File: config.mk
export PLATFORM = sky130hd
export DESIGN_NAME = ffu_dp
export DESIGN_NICKNAME = d
export VERILOG_FILES = /design/src/common/ffu_pkg.sv /design/src/ffu_operand_path/ffu_operand_path.sv /design/src/verilog/ffu_fsr_file.sv /design/src/verilog/ffu_gsr_file.sv /design/src/verilog/ffu_dp.sv
export SDC_FILE = /design/constraint.sdc
export NUM_CORES = 1
export LEC_CHECK = 0
export ABC_AREA = 1
export BUFFER_PORTS_ARGS = -buffer_cell sky130_fd_sc_hd__buf_2
export CAP_MARGIN = 20
export CORE_MARGIN = 2
export CORE_UTILIZATION = 30
export CTS_BUF_LIST = sky130_fd_sc_hd__clkbuf_8 sky130_fd_sc_hd__clkbuf_16
export DETAILED_ROUTE_END_ITERATION = 10
export PLACE_DENSITY = 0.48
export RECOVER_POWER = 50
export SETUP_SLACK_MARGIN = 0.15
export SYNTH_ARGS = -nofsm -noshare
export SYNTH_HDL_FRONTEND = slang
export SYNTH_HIERARCHICAL = 1
export SYNTH_SLANG_ARGS = --single-unit
File: constraint.sdc
create_clock -name rclk -period 5 [get_ports rclk]
set_input_delay 0.25 -clock rclk [delete_from_list [all_inputs] [get_ports rclk]]
set_output_delay 0.25 -clock rclk [all_outputs]
set_load 0.01 [all_outputs]
File: src/common/ffu_pkg.sv
//////////////////////////////////////////////////
// ffu package
// widths, thread count and FSR layouts shared by
// the floating-point front-end datapath
//////////////////////////////////////////////////

package ffu_pkg;

   localparam int num_threads = 4;
   localparam int data_w      = 64;      // operand word
   localparam int half_w      = 32;      // single-precision word
   localparam int fsr_w       = 28;      // compacted FSR
   localparam int gsr_w       = 37;      // mask[36:5], scale[4:0]
   localparam int exc_w       = 10;      // aexc + cexc
   localparam int fcc_w       = 8;       // fcc3..fcc0
   localparam int ftt_w       = 3;
   localparam int tem_w       = 5;       // also aexc, cexc width
   localparam int rnd_w       = 2;

   //////////////////////////////////////////////////
   // FSR as it sits in a 64-bit memory word
   //////////////////////////////////////////////////
   typedef struct packed {
      logic [25:0]       rsvd_hi;        // 63:38
      logic [fcc_w-3:0]  fcc_hi;         // fcc3,fcc2,fcc1
      logic [rnd_w-1:0]  rnd;
      logic [1:0]        rsvd_29_28;
      logic [tem_w-1:0]  tem;
      logic [5:0]        ns_ver;         // ns, rsvd, ver
      logic [ftt_w-1:0]  ftt;
      logic [1:0]        qne_rsvd;
      logic [1:0]        fcc0;
      logic [tem_w-1:0]  aexc;
      logic [tem_w-1:0]  cexc;
   } fsr_fields_t;

   // one load word, seen as data or as an FSR image
   typedef union packed {
      logic [data_w-1:0] raw;
      fsr_fields_t       fld;
   } fsr_image_u;

   //////////////////////////////////////////////////
   // compacted FSR, only the bits that can be nonzero
   //////////////////////////////////////////////////
   typedef struct packed {
      logic [fcc_w-3:0]  fcc_hi;
      logic [rnd_w-1:0]  rnd;
      logic [tem_w-1:0]  tem;
      logic [ftt_w-1:0]  ftt;
      logic [1:0]        fcc0;
      logic [tem_w-1:0]  aexc;
      logic [tem_w-1:0]  cexc;
   } fsr_t;

endpackage

File: src/ffu_operand_path/ffu_operand_path.sv
//////////////////////////////////////////////////
// ffu operand path
// input flops, FRF alignment for singles, LSU/FPU
// flip, rs1/rs2/write registers and the store mux
//////////////////////////////////////////////////

module ffu_operand_path (
   input  logic                       rclk,
   input  logic                       rst,
   input  logic [ffu_pkg::data_w-1:0] frf_rd_data,
   input  logic [ffu_pkg::data_w-1:0] cpx_fpu_data,
   input  logic [ffu_pkg::data_w-1:0] lsu_ld_data,
   input  logic [ffu_pkg::data_w-1:0] vis_rd_data,
   input  logic [1:0]                 sign,            // after fabs/fneg
   input  logic                       noshift_frf,
   input  logic                       shift_frf_right,
   input  logic                       shift_frf_left,
   input  logic                       zero_low32_frf,
   input  logic                       noflip_lsu,
   input  logic                       flip_lsu,
   input  logic                       noflip_fpu,
   input  logic                       flip_fpu,
   input  logic                       rs2_sel_frf,
   input  logic                       rs2_sel_vis,
   input  logic                       rs2_sel_fpu_lsu,
   input  logic                       new_rs1,
   input  logic                       out_sel_rs1,
   input  logic                       out_sel_rs2,
   input  logic                       out_sel_frf,
   input  logic                       out_sel_fsr,
   input  ffu_pkg::fsr_t              current_fsr,
   output ffu_pkg::fsr_image_u        ld_word,
   output logic [ffu_pkg::data_w-1:0] frf_wr_data,
   output logic [ffu_pkg::data_w-1:0] lsu_store_data,
   output logic [ffu_pkg::data_w-1:0] vis_rs1_data,
   output logic [ffu_pkg::data_w-1:0] vis_rs2_data,
   output logic [1:0]                 rs2_sign
);
   import ffu_pkg::*;

   logic [data_w-1:0] cpx_q;
   logic [data_w-1:0] shifted_frf;
   logic [data_w-1:0] new_frf;
   logic [data_w-1:0] rs2_changed;
   logic [data_w-1:0] lsu_fpu_data;
   logic [data_w-1:0] rs2_q;
   logic [data_w-1:0] rs1_q;
   logic [data_w-1:0] wr_q;
   fsr_image_u        fsr_img;

   //////////////////////////////////////////////////
   // input flops
   //////////////////////////////////////////////////
   always_ff @(posedge rclk) begin
      cpx_q <= cpx_fpu_data;
   end

   // flopped load word, ld_fcc reads it directly
   always_ff @(posedge rclk) begin
      if (rst) begin
         ld_word.raw <= '0;
      end else begin
         ld_word.raw <= lsu_ld_data;
      end
   end

   //////////////////////////////////////////////////
   // FRF alignment
   //////////////////////////////////////////////////
   // singles may sit in either half of a 64-bit read, move them
   // to where the consumer expects them
   always_comb begin
      shifted_frf = (frf_rd_data & {data_w{noshift_frf}})
         | ({{half_w{1'b0}}, frf_rd_data[data_w-1:half_w]} & {data_w{shift_frf_right}})
         | ({frf_rd_data[half_w-1:0], {half_w{1'b0}}} & {data_w{shift_frf_left}});
   end

   assign new_frf = {shifted_frf[data_w-1:half_w],
                     shifted_frf[half_w-1:0] & {half_w{~zero_low32_frf}}};

   // original signs to control, replacement signs into rs2
   assign rs2_sign    = {new_frf[data_w-1], new_frf[half_w-1]};
   assign rs2_changed = {sign[1], new_frf[data_w-2:half_w],
                         sign[0], new_frf[half_w-2:0]};

   // return data from lsu or fpu, optionally word flipped
   always_comb begin
      lsu_fpu_data = (ld_word.raw & {data_w{noflip_lsu}})
         | ({ld_word.raw[half_w-1:0], {half_w{1'b0}}} & {data_w{flip_lsu}})
         | (cpx_q & {data_w{noflip_fpu}})
         | ({{half_w{1'b0}}, cpx_q[data_w-1:half_w]} & {data_w{flip_fpu}});
   end

   //////////////////////////////////////////////////
   // operand registers
   //////////////////////////////////////////////////
   always_ff @(posedge rclk) begin
      if (rs2_sel_frf) begin
         rs2_q <= rs2_changed;
      end else if (rs2_sel_vis) begin
         rs2_q <= vis_rd_data;
      end else if (rs2_sel_fpu_lsu) begin
         rs2_q <= lsu_fpu_data;
      end
   end

   always_ff @(posedge rclk) begin
      if (new_rs1) begin
         rs1_q <= new_frf;
      end
      wr_q <= rs2_q;        // block loads are pipelined
   end

   assign vis_rs2_data = rs2_q;
   assign vis_rs1_data = rs1_q;
   assign frf_wr_data  = wr_q;

   //////////////////////////////////////////////////
   // store data to lsu
   //////////////////////////////////////////////////
   // expand compacted FSR, reserved bits read as zero
   always_comb begin
      fsr_img             = '0;
      fsr_img.fld.fcc_hi  = current_fsr.fcc_hi;
      fsr_img.fld.rnd     = current_fsr.rnd;
      fsr_img.fld.tem     = current_fsr.tem;
      fsr_img.fld.ftt     = current_fsr.ftt;
      fsr_img.fld.fcc0    = current_fsr.fcc0;
      fsr_img.fld.aexc    = current_fsr.aexc;
      fsr_img.fld.cexc    = current_fsr.cexc;
   end

   always_comb begin
      lsu_store_data = (rs2_q & {data_w{out_sel_rs2}})
         | (rs1_q & {data_w{out_sel_rs1}})
         | (shifted_frf & {data_w{out_sel_frf}})       // not low-zeroed
         | (fsr_img.raw & {data_w{out_sel_fsr}});
   end

endmodule

File: src/verilog/ffu_fsr_file.sv
//////////////////////////////////////////////////
// ffu FSR file
// one compacted FSR per thread, updated by ldfsr
// or by FPU results, current thread fields out
//////////////////////////////////////////////////

module ffu_fsr_file (
   input  logic                            rclk,
   input  logic                            rst,
   input  ffu_pkg::fsr_image_u             ld_word,
   input  logic [ffu_pkg::fcc_w-1:0]       fcc_w2,
   input  logic [ffu_pkg::ftt_w-1:0]       ftt_w2,
   input  logic [ffu_pkg::exc_w-1:0]       exc_w2,
   input  logic [ffu_pkg::num_threads-1:0] fsr_sel_ld,
   input  logic [ffu_pkg::num_threads-1:0] fsr_sel_fpu,
   input  logic [ffu_pkg::num_threads-1:0] fp_thr,
   output ffu_pkg::fsr_t                   current_fsr,
   output logic [ffu_pkg::fcc_w-1:0]       fsr_fcc,
   output logic [ffu_pkg::rnd_w-1:0]       fsr_rnd,
   output logic [ffu_pkg::tem_w-1:0]       fsr_tem,
   output logic [ffu_pkg::tem_w-1:0]       fsr_aexc,
   output logic [ffu_pkg::tem_w-1:0]       fsr_cexc,
   output logic [ffu_pkg::fcc_w-1:0]       ld_fcc
);
   import ffu_pkg::*;

   fsr_t             fsr_q [num_threads];
   logic [fsr_w-1:0] cur_raw;

   //////////////////////////////////////////////////
   // per-thread update
   //////////////////////////////////////////////////
   // load beats fpu, neither set means hold
   always_ff @(posedge rclk) begin
      if (rst) begin
         for (int t = 0; t < num_threads; t++) begin
            fsr_q[t] <= '0;
         end
      end else begin
         for (int t = 0; t < num_threads; t++) begin
            if (fsr_sel_ld[t]) begin
               // ftt survives a load
               fsr_q[t].fcc_hi <= fcc_w2[fcc_w-1:2];
               fsr_q[t].rnd    <= ld_word.fld.rnd;
               fsr_q[t].tem    <= ld_word.fld.tem;
               fsr_q[t].fcc0   <= ld_word.fld.fcc0;
               fsr_q[t].aexc   <= ld_word.fld.aexc;
               fsr_q[t].cexc   <= ld_word.fld.cexc;
            end else if (fsr_sel_fpu[t]) begin
               // rnd and tem kept
               fsr_q[t].fcc_hi <= fcc_w2[fcc_w-1:2];
               fsr_q[t].ftt    <= ftt_w2;
               fsr_q[t].fcc0   <= fcc_w2[1:0];
               {fsr_q[t].aexc, fsr_q[t].cexc} <= exc_w2;
            end
         end
      end
   end

   //////////////////////////////////////////////////
   // current thread
   //////////////////////////////////////////////////
   always_comb begin
      cur_raw = '0;
      for (int t = 0; t < num_threads; t++) begin
         cur_raw = cur_raw | (fsr_q[t] & {fsr_w{fp_thr[t]}});   // one-hot
      end
   end

   assign current_fsr = fsr_t'(cur_raw);

   assign fsr_fcc  = {current_fsr.fcc_hi, current_fsr.fcc0};
   assign fsr_rnd  = current_fsr.rnd;
   assign fsr_tem  = current_fsr.tem;
   assign fsr_aexc = current_fsr.aexc;
   assign fsr_cexc = current_fsr.cexc;

   // early look at the loaded condition codes
   assign ld_fcc = {ld_word.fld.fcc_hi, ld_word.fld.fcc0};

endmodule

File: src/verilog/ffu_gsr_file.sv
//////////////////////////////////////////////////
// ffu GSR file
// one GSR per thread, written by wrgsr, read out
// for the execute-stage thread
//////////////////////////////////////////////////

module ffu_gsr_file (
   input  logic                            rclk,
   input  logic                            rst,
   input  logic [ffu_pkg::gsr_w-1:0]       wsr_data_w2,
   input  logic [ffu_pkg::num_threads-1:0] gsr_wsr_w2,
   input  logic [ffu_pkg::num_threads-1:0] thr_e,
   output logic [31:0]                     gsr_mask_e,
   output logic [4:0]                      gsr_scale_e
);
   import ffu_pkg::*;

   logic [gsr_w-1:0] gsr_q [num_threads];
   logic [gsr_w-1:0] gsr_e;

   // align and rnd fields live in control, only mask and scale here
   always_ff @(posedge rclk) begin
      if (rst) begin
         for (int t = 0; t < num_threads; t++) begin
            gsr_q[t] <= '0;
         end
      end else begin
         for (int t = 0; t < num_threads; t++) begin
            if (gsr_wsr_w2[t]) begin
               gsr_q[t] <= wsr_data_w2;
            end
         end
      end
   end

   //////////////////////////////////////////////////
   // execute-stage select
   //////////////////////////////////////////////////
   always_comb begin
      gsr_e = '0;
      for (int t = 0; t < num_threads; t++) begin
         gsr_e = gsr_e | (gsr_q[t] & {gsr_w{thr_e[t]}});   // one-hot thr_e
      end
   end

   assign gsr_mask_e  = gsr_e[gsr_w-1:5];
   assign gsr_scale_e = gsr_e[4:0];

endmodule

File: src/verilog/ffu_dp.sv
//////////////////////////////////////////////////
// ffu datapath top
// operand path plus the per-thread FSR and GSR
// state files of the floating-point front end
//////////////////////////////////////////////////

module ffu_dp (
   input  logic                            rclk,
   input  logic                            rst,
   // data
   input  logic [ffu_pkg::data_w-1:0]      frf_rd_data,
   input  logic [ffu_pkg::data_w-1:0]      cpx_fpu_data,
   input  logic [ffu_pkg::data_w-1:0]      lsu_ld_data,
   input  logic [ffu_pkg::data_w-1:0]      vis_rd_data,
   // control words
   input  logic [ffu_pkg::gsr_w-1:0]       wsr_data_w2,
   input  logic [1:0]                      sign,
   input  logic [ffu_pkg::exc_w-1:0]       exc_w2,
   input  logic [ffu_pkg::fcc_w-1:0]       fcc_w2,
   input  logic [ffu_pkg::ftt_w-1:0]       ftt_w2,
   // alignment and flip selects
   input  logic                            noshift_frf,
   input  logic                            shift_frf_right,
   input  logic                            shift_frf_left,
   input  logic                            zero_low32_frf,
   input  logic                            noflip_lsu,
   input  logic                            flip_lsu,
   input  logic                            noflip_fpu,
   input  logic                            flip_fpu,
   // operand selects
   input  logic                            rs2_sel_frf,
   input  logic                            rs2_sel_vis,
   input  logic                            rs2_sel_fpu_lsu,
   input  logic                            new_rs1,
   // store selects
   input  logic                            out_sel_rs1,
   input  logic                            out_sel_rs2,
   input  logic                            out_sel_frf,
   input  logic                            out_sel_fsr,
   // per-thread strobes
   input  logic [ffu_pkg::num_threads-1:0] fsr_sel_ld,
   input  logic [ffu_pkg::num_threads-1:0] fsr_sel_fpu,
   input  logic [ffu_pkg::num_threads-1:0] fp_thr,
   input  logic [ffu_pkg::num_threads-1:0] gsr_wsr_w2,
   input  logic [ffu_pkg::num_threads-1:0] thr_e,
   // data out
   output logic [ffu_pkg::data_w-1:0]      frf_wr_data,
   output logic [ffu_pkg::data_w-1:0]      lsu_store_data,
   output logic [ffu_pkg::data_w-1:0]      vis_rs1_data,
   output logic [ffu_pkg::data_w-1:0]      vis_rs2_data,
   output logic [1:0]                      rs2_sign,
   // FSR fields
   output logic [ffu_pkg::fcc_w-1:0]       fsr_fcc,
   output logic [ffu_pkg::rnd_w-1:0]       fsr_rnd,
   output logic [ffu_pkg::tem_w-1:0]       fsr_tem,
   output logic [ffu_pkg::tem_w-1:0]       fsr_aexc,
   output logic [ffu_pkg::tem_w-1:0]       fsr_cexc,
   output logic [ffu_pkg::fcc_w-1:0]       ld_fcc,
   // GSR fields
   output logic [31:0]                     gsr_mask_e,
   output logic [4:0]                      gsr_scale_e
);
   import ffu_pkg::*;

   fsr_image_u ld_word;      // flopped lsu word
   fsr_t       current_fsr;  // fp_thr thread

   ffu_operand_path i_operand_path (
      .rclk            (rclk),
      .rst             (rst),
      .frf_rd_data     (frf_rd_data),
      .cpx_fpu_data    (cpx_fpu_data),
      .lsu_ld_data     (lsu_ld_data),
      .vis_rd_data     (vis_rd_data),
      .sign            (sign),
      .noshift_frf     (noshift_frf),
      .shift_frf_right (shift_frf_right),
      .shift_frf_left  (shift_frf_left),
      .zero_low32_frf  (zero_low32_frf),
      .noflip_lsu      (noflip_lsu),
      .flip_lsu        (flip_lsu),
      .noflip_fpu      (noflip_fpu),
      .flip_fpu        (flip_fpu),
      .rs2_sel_frf     (rs2_sel_frf),
      .rs2_sel_vis     (rs2_sel_vis),
      .rs2_sel_fpu_lsu (rs2_sel_fpu_lsu),
      .new_rs1         (new_rs1),
      .out_sel_rs1     (out_sel_rs1),
      .out_sel_rs2     (out_sel_rs2),
      .out_sel_frf     (out_sel_frf),
      .out_sel_fsr     (out_sel_fsr),
      .current_fsr     (current_fsr),
      .ld_word         (ld_word),
      .frf_wr_data     (frf_wr_data),
      .lsu_store_data  (lsu_store_data),
      .vis_rs1_data    (vis_rs1_data),
      .vis_rs2_data    (vis_rs2_data),
      .rs2_sign        (rs2_sign)
   );

   ffu_fsr_file i_fsr_file (
      .rclk        (rclk),
      .rst         (rst),
      .ld_word     (ld_word),
      .fcc_w2      (fcc_w2),
      .ftt_w2      (ftt_w2),
      .exc_w2      (exc_w2),
      .fsr_sel_ld  (fsr_sel_ld),
      .fsr_sel_fpu (fsr_sel_fpu),
      .fp_thr      (fp_thr),
      .current_fsr (current_fsr),
      .fsr_fcc     (fsr_fcc),
      .fsr_rnd     (fsr_rnd),
      .fsr_tem     (fsr_tem),
      .fsr_aexc    (fsr_aexc),
      .fsr_cexc    (fsr_cexc),
      .ld_fcc      (ld_fcc)
   );

   ffu_gsr_file i_gsr_file (
      .rclk        (rclk),
      .rst         (rst),
      .wsr_data_w2 (wsr_data_w2),
      .gsr_wsr_w2  (gsr_wsr_w2),
      .thr_e       (thr_e),
      .gsr_mask_e  (gsr_mask_e),
      .gsr_scale_e (gsr_scale_e)
   );

endmodule

# Word-level counts from Yosys, hierarchy flattened
# Memory sizes are Yosys's and may differ from the RTL's.
# Cells that the tools add are included.
# classes
shift	0
n_addsub	0
div_mod_pow	0
reduce_logical	9
order_cmp	0
eq_ne	0
bitwise	43
n_mul	0
mux	37
# ops
operator	n
$and A64 B64 Y64	8
$or A64 B64 Y64	8
$mux W64	3
$and A37 B37 Y37	4
$mux W37	4
$and A32 B64 Y64	2
$and A28 B28 Y28	4
$or A37 B37 Y37	3
$mux W12	8
$or A28 B28 Y28	3
$and A38 B64 Y64	1
$mux W6	8
$and A32 B32 Y32	1
$mux W1	14
$reduce_and A2 Y1	4
$reduce_bool A2 Y1	4
$not A1 Y1	5
$or A1 B1 Y1	4
$reduce_bool A3 Y1	1
# totals
rom_bits	0
regBits	432
latchBits	0
output_inout_bits	328
input_bits	354
wordCells	123
mem_bits_rw	148
n_memories	1
# memory_table
memory	words	word_bits	read_ports	rd_clocked_by_memory_dff	wr	line_no	rtl
i_gsr_file.gsr_q	4	37	4	0	4	ffu_gsr_file.sv:18	logic [gsr_w-1:0] gsr_q [num_threads];

# Longest topological paths before layout
# logic_depth
word_depth	7
ltp_mapped	8
depth_no_buf	6

# Cells and area by module
# The synthesis kept the hierarchy.
# modules_own_cells
mod	instances	seq_area_each_um2	area_per_inst_um2	cells_per_inst
ffu_operand_path	1	7687.4	13402.9	1703
ffu_gsr_file	1	4444.3	6697.7	703
ffu_fsr_file	1	2242.2	5486.5	834

# Worst setup path before layout
# OpenSTA, ideal clock, no wires.
# synth_timing
path_kind	input -> register
from	input rs2_sel_frf
to	register i_operand_path.rs2_q[0] (netlist: i_operand_path/vis_rs2_data[0]), enable pin
required_ns	4.575
setup_ns	0.425
cell_stages	2
t_arrival_ns	1.826
path_buffers	1
slack_ns	2.749
path_cell_list	buf_2 or3_1
# synth_via
elab_chain_len	1
# synth_rtl
element	line_no	rtl
start, declared	ffu_dp.sv:31	input logic rs2_sel_frf,
$reduce_bool A3 Y1 (no line)	n/a	
end signal, assigned	ffu_operand_path.sv:99	rs2_q <= rs2_changed;
end signal, assigned	ffu_operand_path.sv:101	rs2_q <= vis_rd_data;
end signal, assigned	ffu_operand_path.sv:103	rs2_q <= lsu_fpu_data;
end, declared	ffu_operand_path.sv:46	logic [data_w-1:0] rs2_q;
# Every way passes these cells.
# A chain may end at the register's enable or synchronous reset.

# Worst setup path after layout
# layout_timing
from	input noshift_frf
to	output lsu_store_data[11] (netlist bit)
# layout_via
elab_chain_len	6
# layout_rtl
element	line_no	rtl
start, declared	ffu_dp.sv:22	input logic noshift_frf,
$and A64 B64 Y64	ffu_operand_path.sv:73	shifted_frf = (frf_rd_data & {data_w{noshift_frf}})
$or A64 B64 Y64	ffu_operand_path.sv:74	| ({{half_w{1'b0}}, frf_rd_data[data_w-1:half_w]} & {data_w{shift_frf_right}})
$or A64 B64 Y64	ffu_operand_path.sv:75	| ({frf_rd_data[half_w-1:0], {half_w{1'b0}}} & {data_w{shift_frf_left}});
$and A64 B64 Y64	ffu_operand_path.sv:136	| (shifted_frf & {data_w{out_sel_frf}})
$or A64 B64 Y64	ffu_operand_path.sv:136	
$or A64 B64 Y64	ffu_operand_path.sv:137	| (fsr_img.raw & {data_w{out_sel_fsr}});
end, declared	ffu_dp.sv:48	output logic [ffu_pkg::data_w-1:0] lsu_store_data,
# Every way passes these cells.

==> impl_metrics.env <==
export IMPL_fin_nets=4361
export IMPL_synth_area_um2=25590
export IMPL_path_class="primary input to primary output"
export IMPL_slowest_stage="clkbuf_1"
export IMPL_syn_area_per_cell_um2=7.897
export IMPL_fin_setup_tns_ns=0
export IMPL_synth_warnings=6
export IMPL_root_buffer="clkbuf_16"
export IMPL_die_area_um2=87640
export IMPL_initial_utilization=0.3015
export IMPL_period_share=0.6757
export IMPL_synth_edff_count=276
export IMPL_die_h_um=296.0
export IMPL_cp_max_fo=35
export IMPL_synthFlopType="dfxtp_1"
export IMPL_syn_nets=3594
export IMPL_leakage_nw=16.67
export IMPL_max_freq_mhz=296.0
export IMPL_max_stage_delay_ns=1.56
export IMPL_routabilityCongestion=0.9461
export IMPL_antenna_found_initial=24
export IMPL_synthTopCellsByArea="edfxtp_1 (32%), dfxtp_1 (24%), nand2_1 (20%)"
export IMPL_firstDrtPassIters=6
export IMPL_ioPinCount=682
export IMPL_endpoint_kind="primary output"
export IMPL_track_usage=0.2529
export IMPL_synth_ff_latch_count=580
export IMPL_cp_data_required_time_ns=4.75
export IMPL_rsz0062_at_grt="no"
export IMPL_syn2layout_area_growth_pct=30.91
export IMPL_clock_path_buffers=3
export IMPL_finalWirelength_um=115600
export IMPL_pwr_density_cell_nw_per_um2=377.8
export IMPL_via_count=24590
export IMPL_path_clk_slew_ns=0.05
export IMPL_worstSetupStartpointType="primary input"
export IMPL_hold_start="frf_rd_data[30]"
export IMPL_overflow=0
export IMPL_ant_nets=0
export IMPL_nFillCells=8981
export IMPL_maxSlewHeadroom=-0.8230
export IMPL_cts_tree="built"
export IMPL_cts_made_buffers=72
export IMPL_cts_htree_levels=3
export IMPL_fin_crit_ns=3.379
export IMPL_min_path_type="primary input to register"
export IMPL_io_buffers=681
export IMPL_avgViaCountPerCell=4.703
export IMPL_ff2ff_setup_slack_ns=3.78
export IMPL_drv_slew=428
export IMPL_clkLatencyLatePin_ns=0.61
export IMPL_drc_errors=0
export IMPL_fin_util=0.3946
export IMPL_violations="capacitance limit, slew limit"
export IMPL_seq_area_frac_synth=0.5618
export IMPL_grt_start_max_net_pins=105
export IMPL_cpMostUsedCell="nand2_1"
export IMPL_finalClockSkew_ns=0.02590
export IMPL_peakVddDrop_v=0.0002609
export IMPL_grt_pass1_wl_um=160900
export IMPL_crit_chain="clkbuf_1 -> buf_4 -> nand2_1 -> nand2_1 -> nand2_1 -> nand4_1 -> buf_2"
export IMPL_drive_gt1_frac=0.1966
export IMPL_crit_arrival_ns=3.13
export IMPL_crit_family="buffers and inverters"
export IMPL_maxCapViolations=10
export IMPL_setup_violations=0
export IMPL_synth_top_area_share=0.3239
export IMPL_r2r_start="i_operand_path/ld_word[25]"
export IMPL_hold_violations=0
export IMPL_cts_resized=0
export IMPL_synthArstFlopShare=0
export IMPL_synth_cell_types=20
export IMPL_yosysTopAreaCell="edfxtp_1"
export IMPL_critPathLaunch="noshift_frf"
export IMPL_routedWlPerCell_um=22.11
export IMPL_cp_buffers_inverters=3
export IMPL_dieWidth_um=296.0
export IMPL_coreArea_um2=84880
export IMPL_dp_hpwl_um=81060
export IMPL_rows=107
export IMPL_synth_common_cells="nand2_1 (1347), nor2_1 (469), dfxtp_1 (304), edfxtp_1 (276), inv_1 (239)"
export IMPL_synthCells=3240
export IMPL_drt_iter0_drc=1852
export IMPL_yosysMostFrequentCell="nand2_1"
export IMPL_grt_pass1_vias=23070
export IMPL_tightest_slew_ns=2.735
export IMPL_cts_sinks=580
export IMPL_status="finished, violations left"
==> where the power goes <==
group	total (mW)	switching, mW	internal [mW]	leakage [nW]
sequential	5.64	0.254	5.39	5.44
combinational	1.90	1.22	0.674	10.0
clock	5.12	2.11	3.01	1.23
==> sequential cells by signal, summed over array words and instances (netlist names) <==
| register | count |
|---|---|
| i_operand_path/ld_word | 64 |
| i_operand_path/vis_rs1_data | 64 |
| i_operand_path/cpx_q | 64 |
| i_operand_path/frf_wr_data | 64 |
| i_operand_path/vis_rs2_data | 64 |
| i_gsr_file/gsr_q | 148 |
| i_fsr_file/fsr_q | 112 |
==> worst paths after layout <==
| path | endpoint | cells after the start |
|---|---|---|
| worst min register to register | i_operand_path/frf_wr_data[45] | 0 |
| worst max register to register | i_operand_path/vis_rs2_data[25] | 4 |
| worst max-delay path | lsu_store_data[11] | 7 |
| worst min-delay path | i_operand_path/vis_rs1_data[30] | 3 |
==> cells by family after synthesis <==
group,Yosys count,share of synthesized area
simple gates,2047,0.3157
compound gates,161,0.03149
flops,580,0.5618
buf+inv,452,0.09105
==> metrics by stage <==
stage | instances | setup WS [ns] | instance area (um2) | power, mW | hold slack, ns
6_report | 5228 | 1.621 | 33500 | 12.66 | 0.03812
2_1_floorplan | 3240 | 2.749 | 25590 | 6.578 | 0.2777
5_1_grt | 5219 | 1.540 | 33470 | 13.14 | 0.02624
3_3_place_gp | 4875 | 2.647 | 29170 | 7.486 | 0.3534
4_1_cts | 5207 | 2.627 | 33510 | 12.77 | 0.001830
3_5_place_dp | 4876 | 2.638 | 29190 | 7.490 | 0.3536
==> timing repair <==
action,CTS,global route
setup buffers,0,0
hold endpoints to repair,292,0
setup endpoints to repair,0,0
hold buffers,200,0
==> final cells by class <==
class	count	area, um2	share of cell area
well taps	1144	1431	0.04273
clock inverters	44	260.3	0.007769
clock buffers	87	2053	0.06130
diodes	20	50.05	0.001494
repair buffers	903	5539	0.1654
flip-flops and latches	580	14370	0.4291
multi-input cells	2208	8879	0.2651
inverters	242	910.9	0.02719
==> tightest hold or removal path: stages <==
cell and delay (ns):
buf_2 0.10, nand2_1 0.06, a21oi_1 0.11
==> cells in the final DEF (no fill, tap or decap), drive strengths merged <==
cell type       n
bufinv          2
o21ai         129
clkinv         20
clkbuf        107
nand3         163
or3             1
dfxtp         304
buf           683
inv           264
nor2          473
diode          20
dlygate4sd3   200
or2             4
a21oi          32
nand2        1351
nand4          55
edfxtp        276
==> metal layers <==
layer	up-vias	global-route usage	routed length, um
met5	-	0	120
met4	18	0.1106	5359
met3	255	0.04894	8595
met2	1147	0.4090	53200
met1	11500	0.3284	48300
li1	11660	-	-
Power figures use the tool's default switching activity.
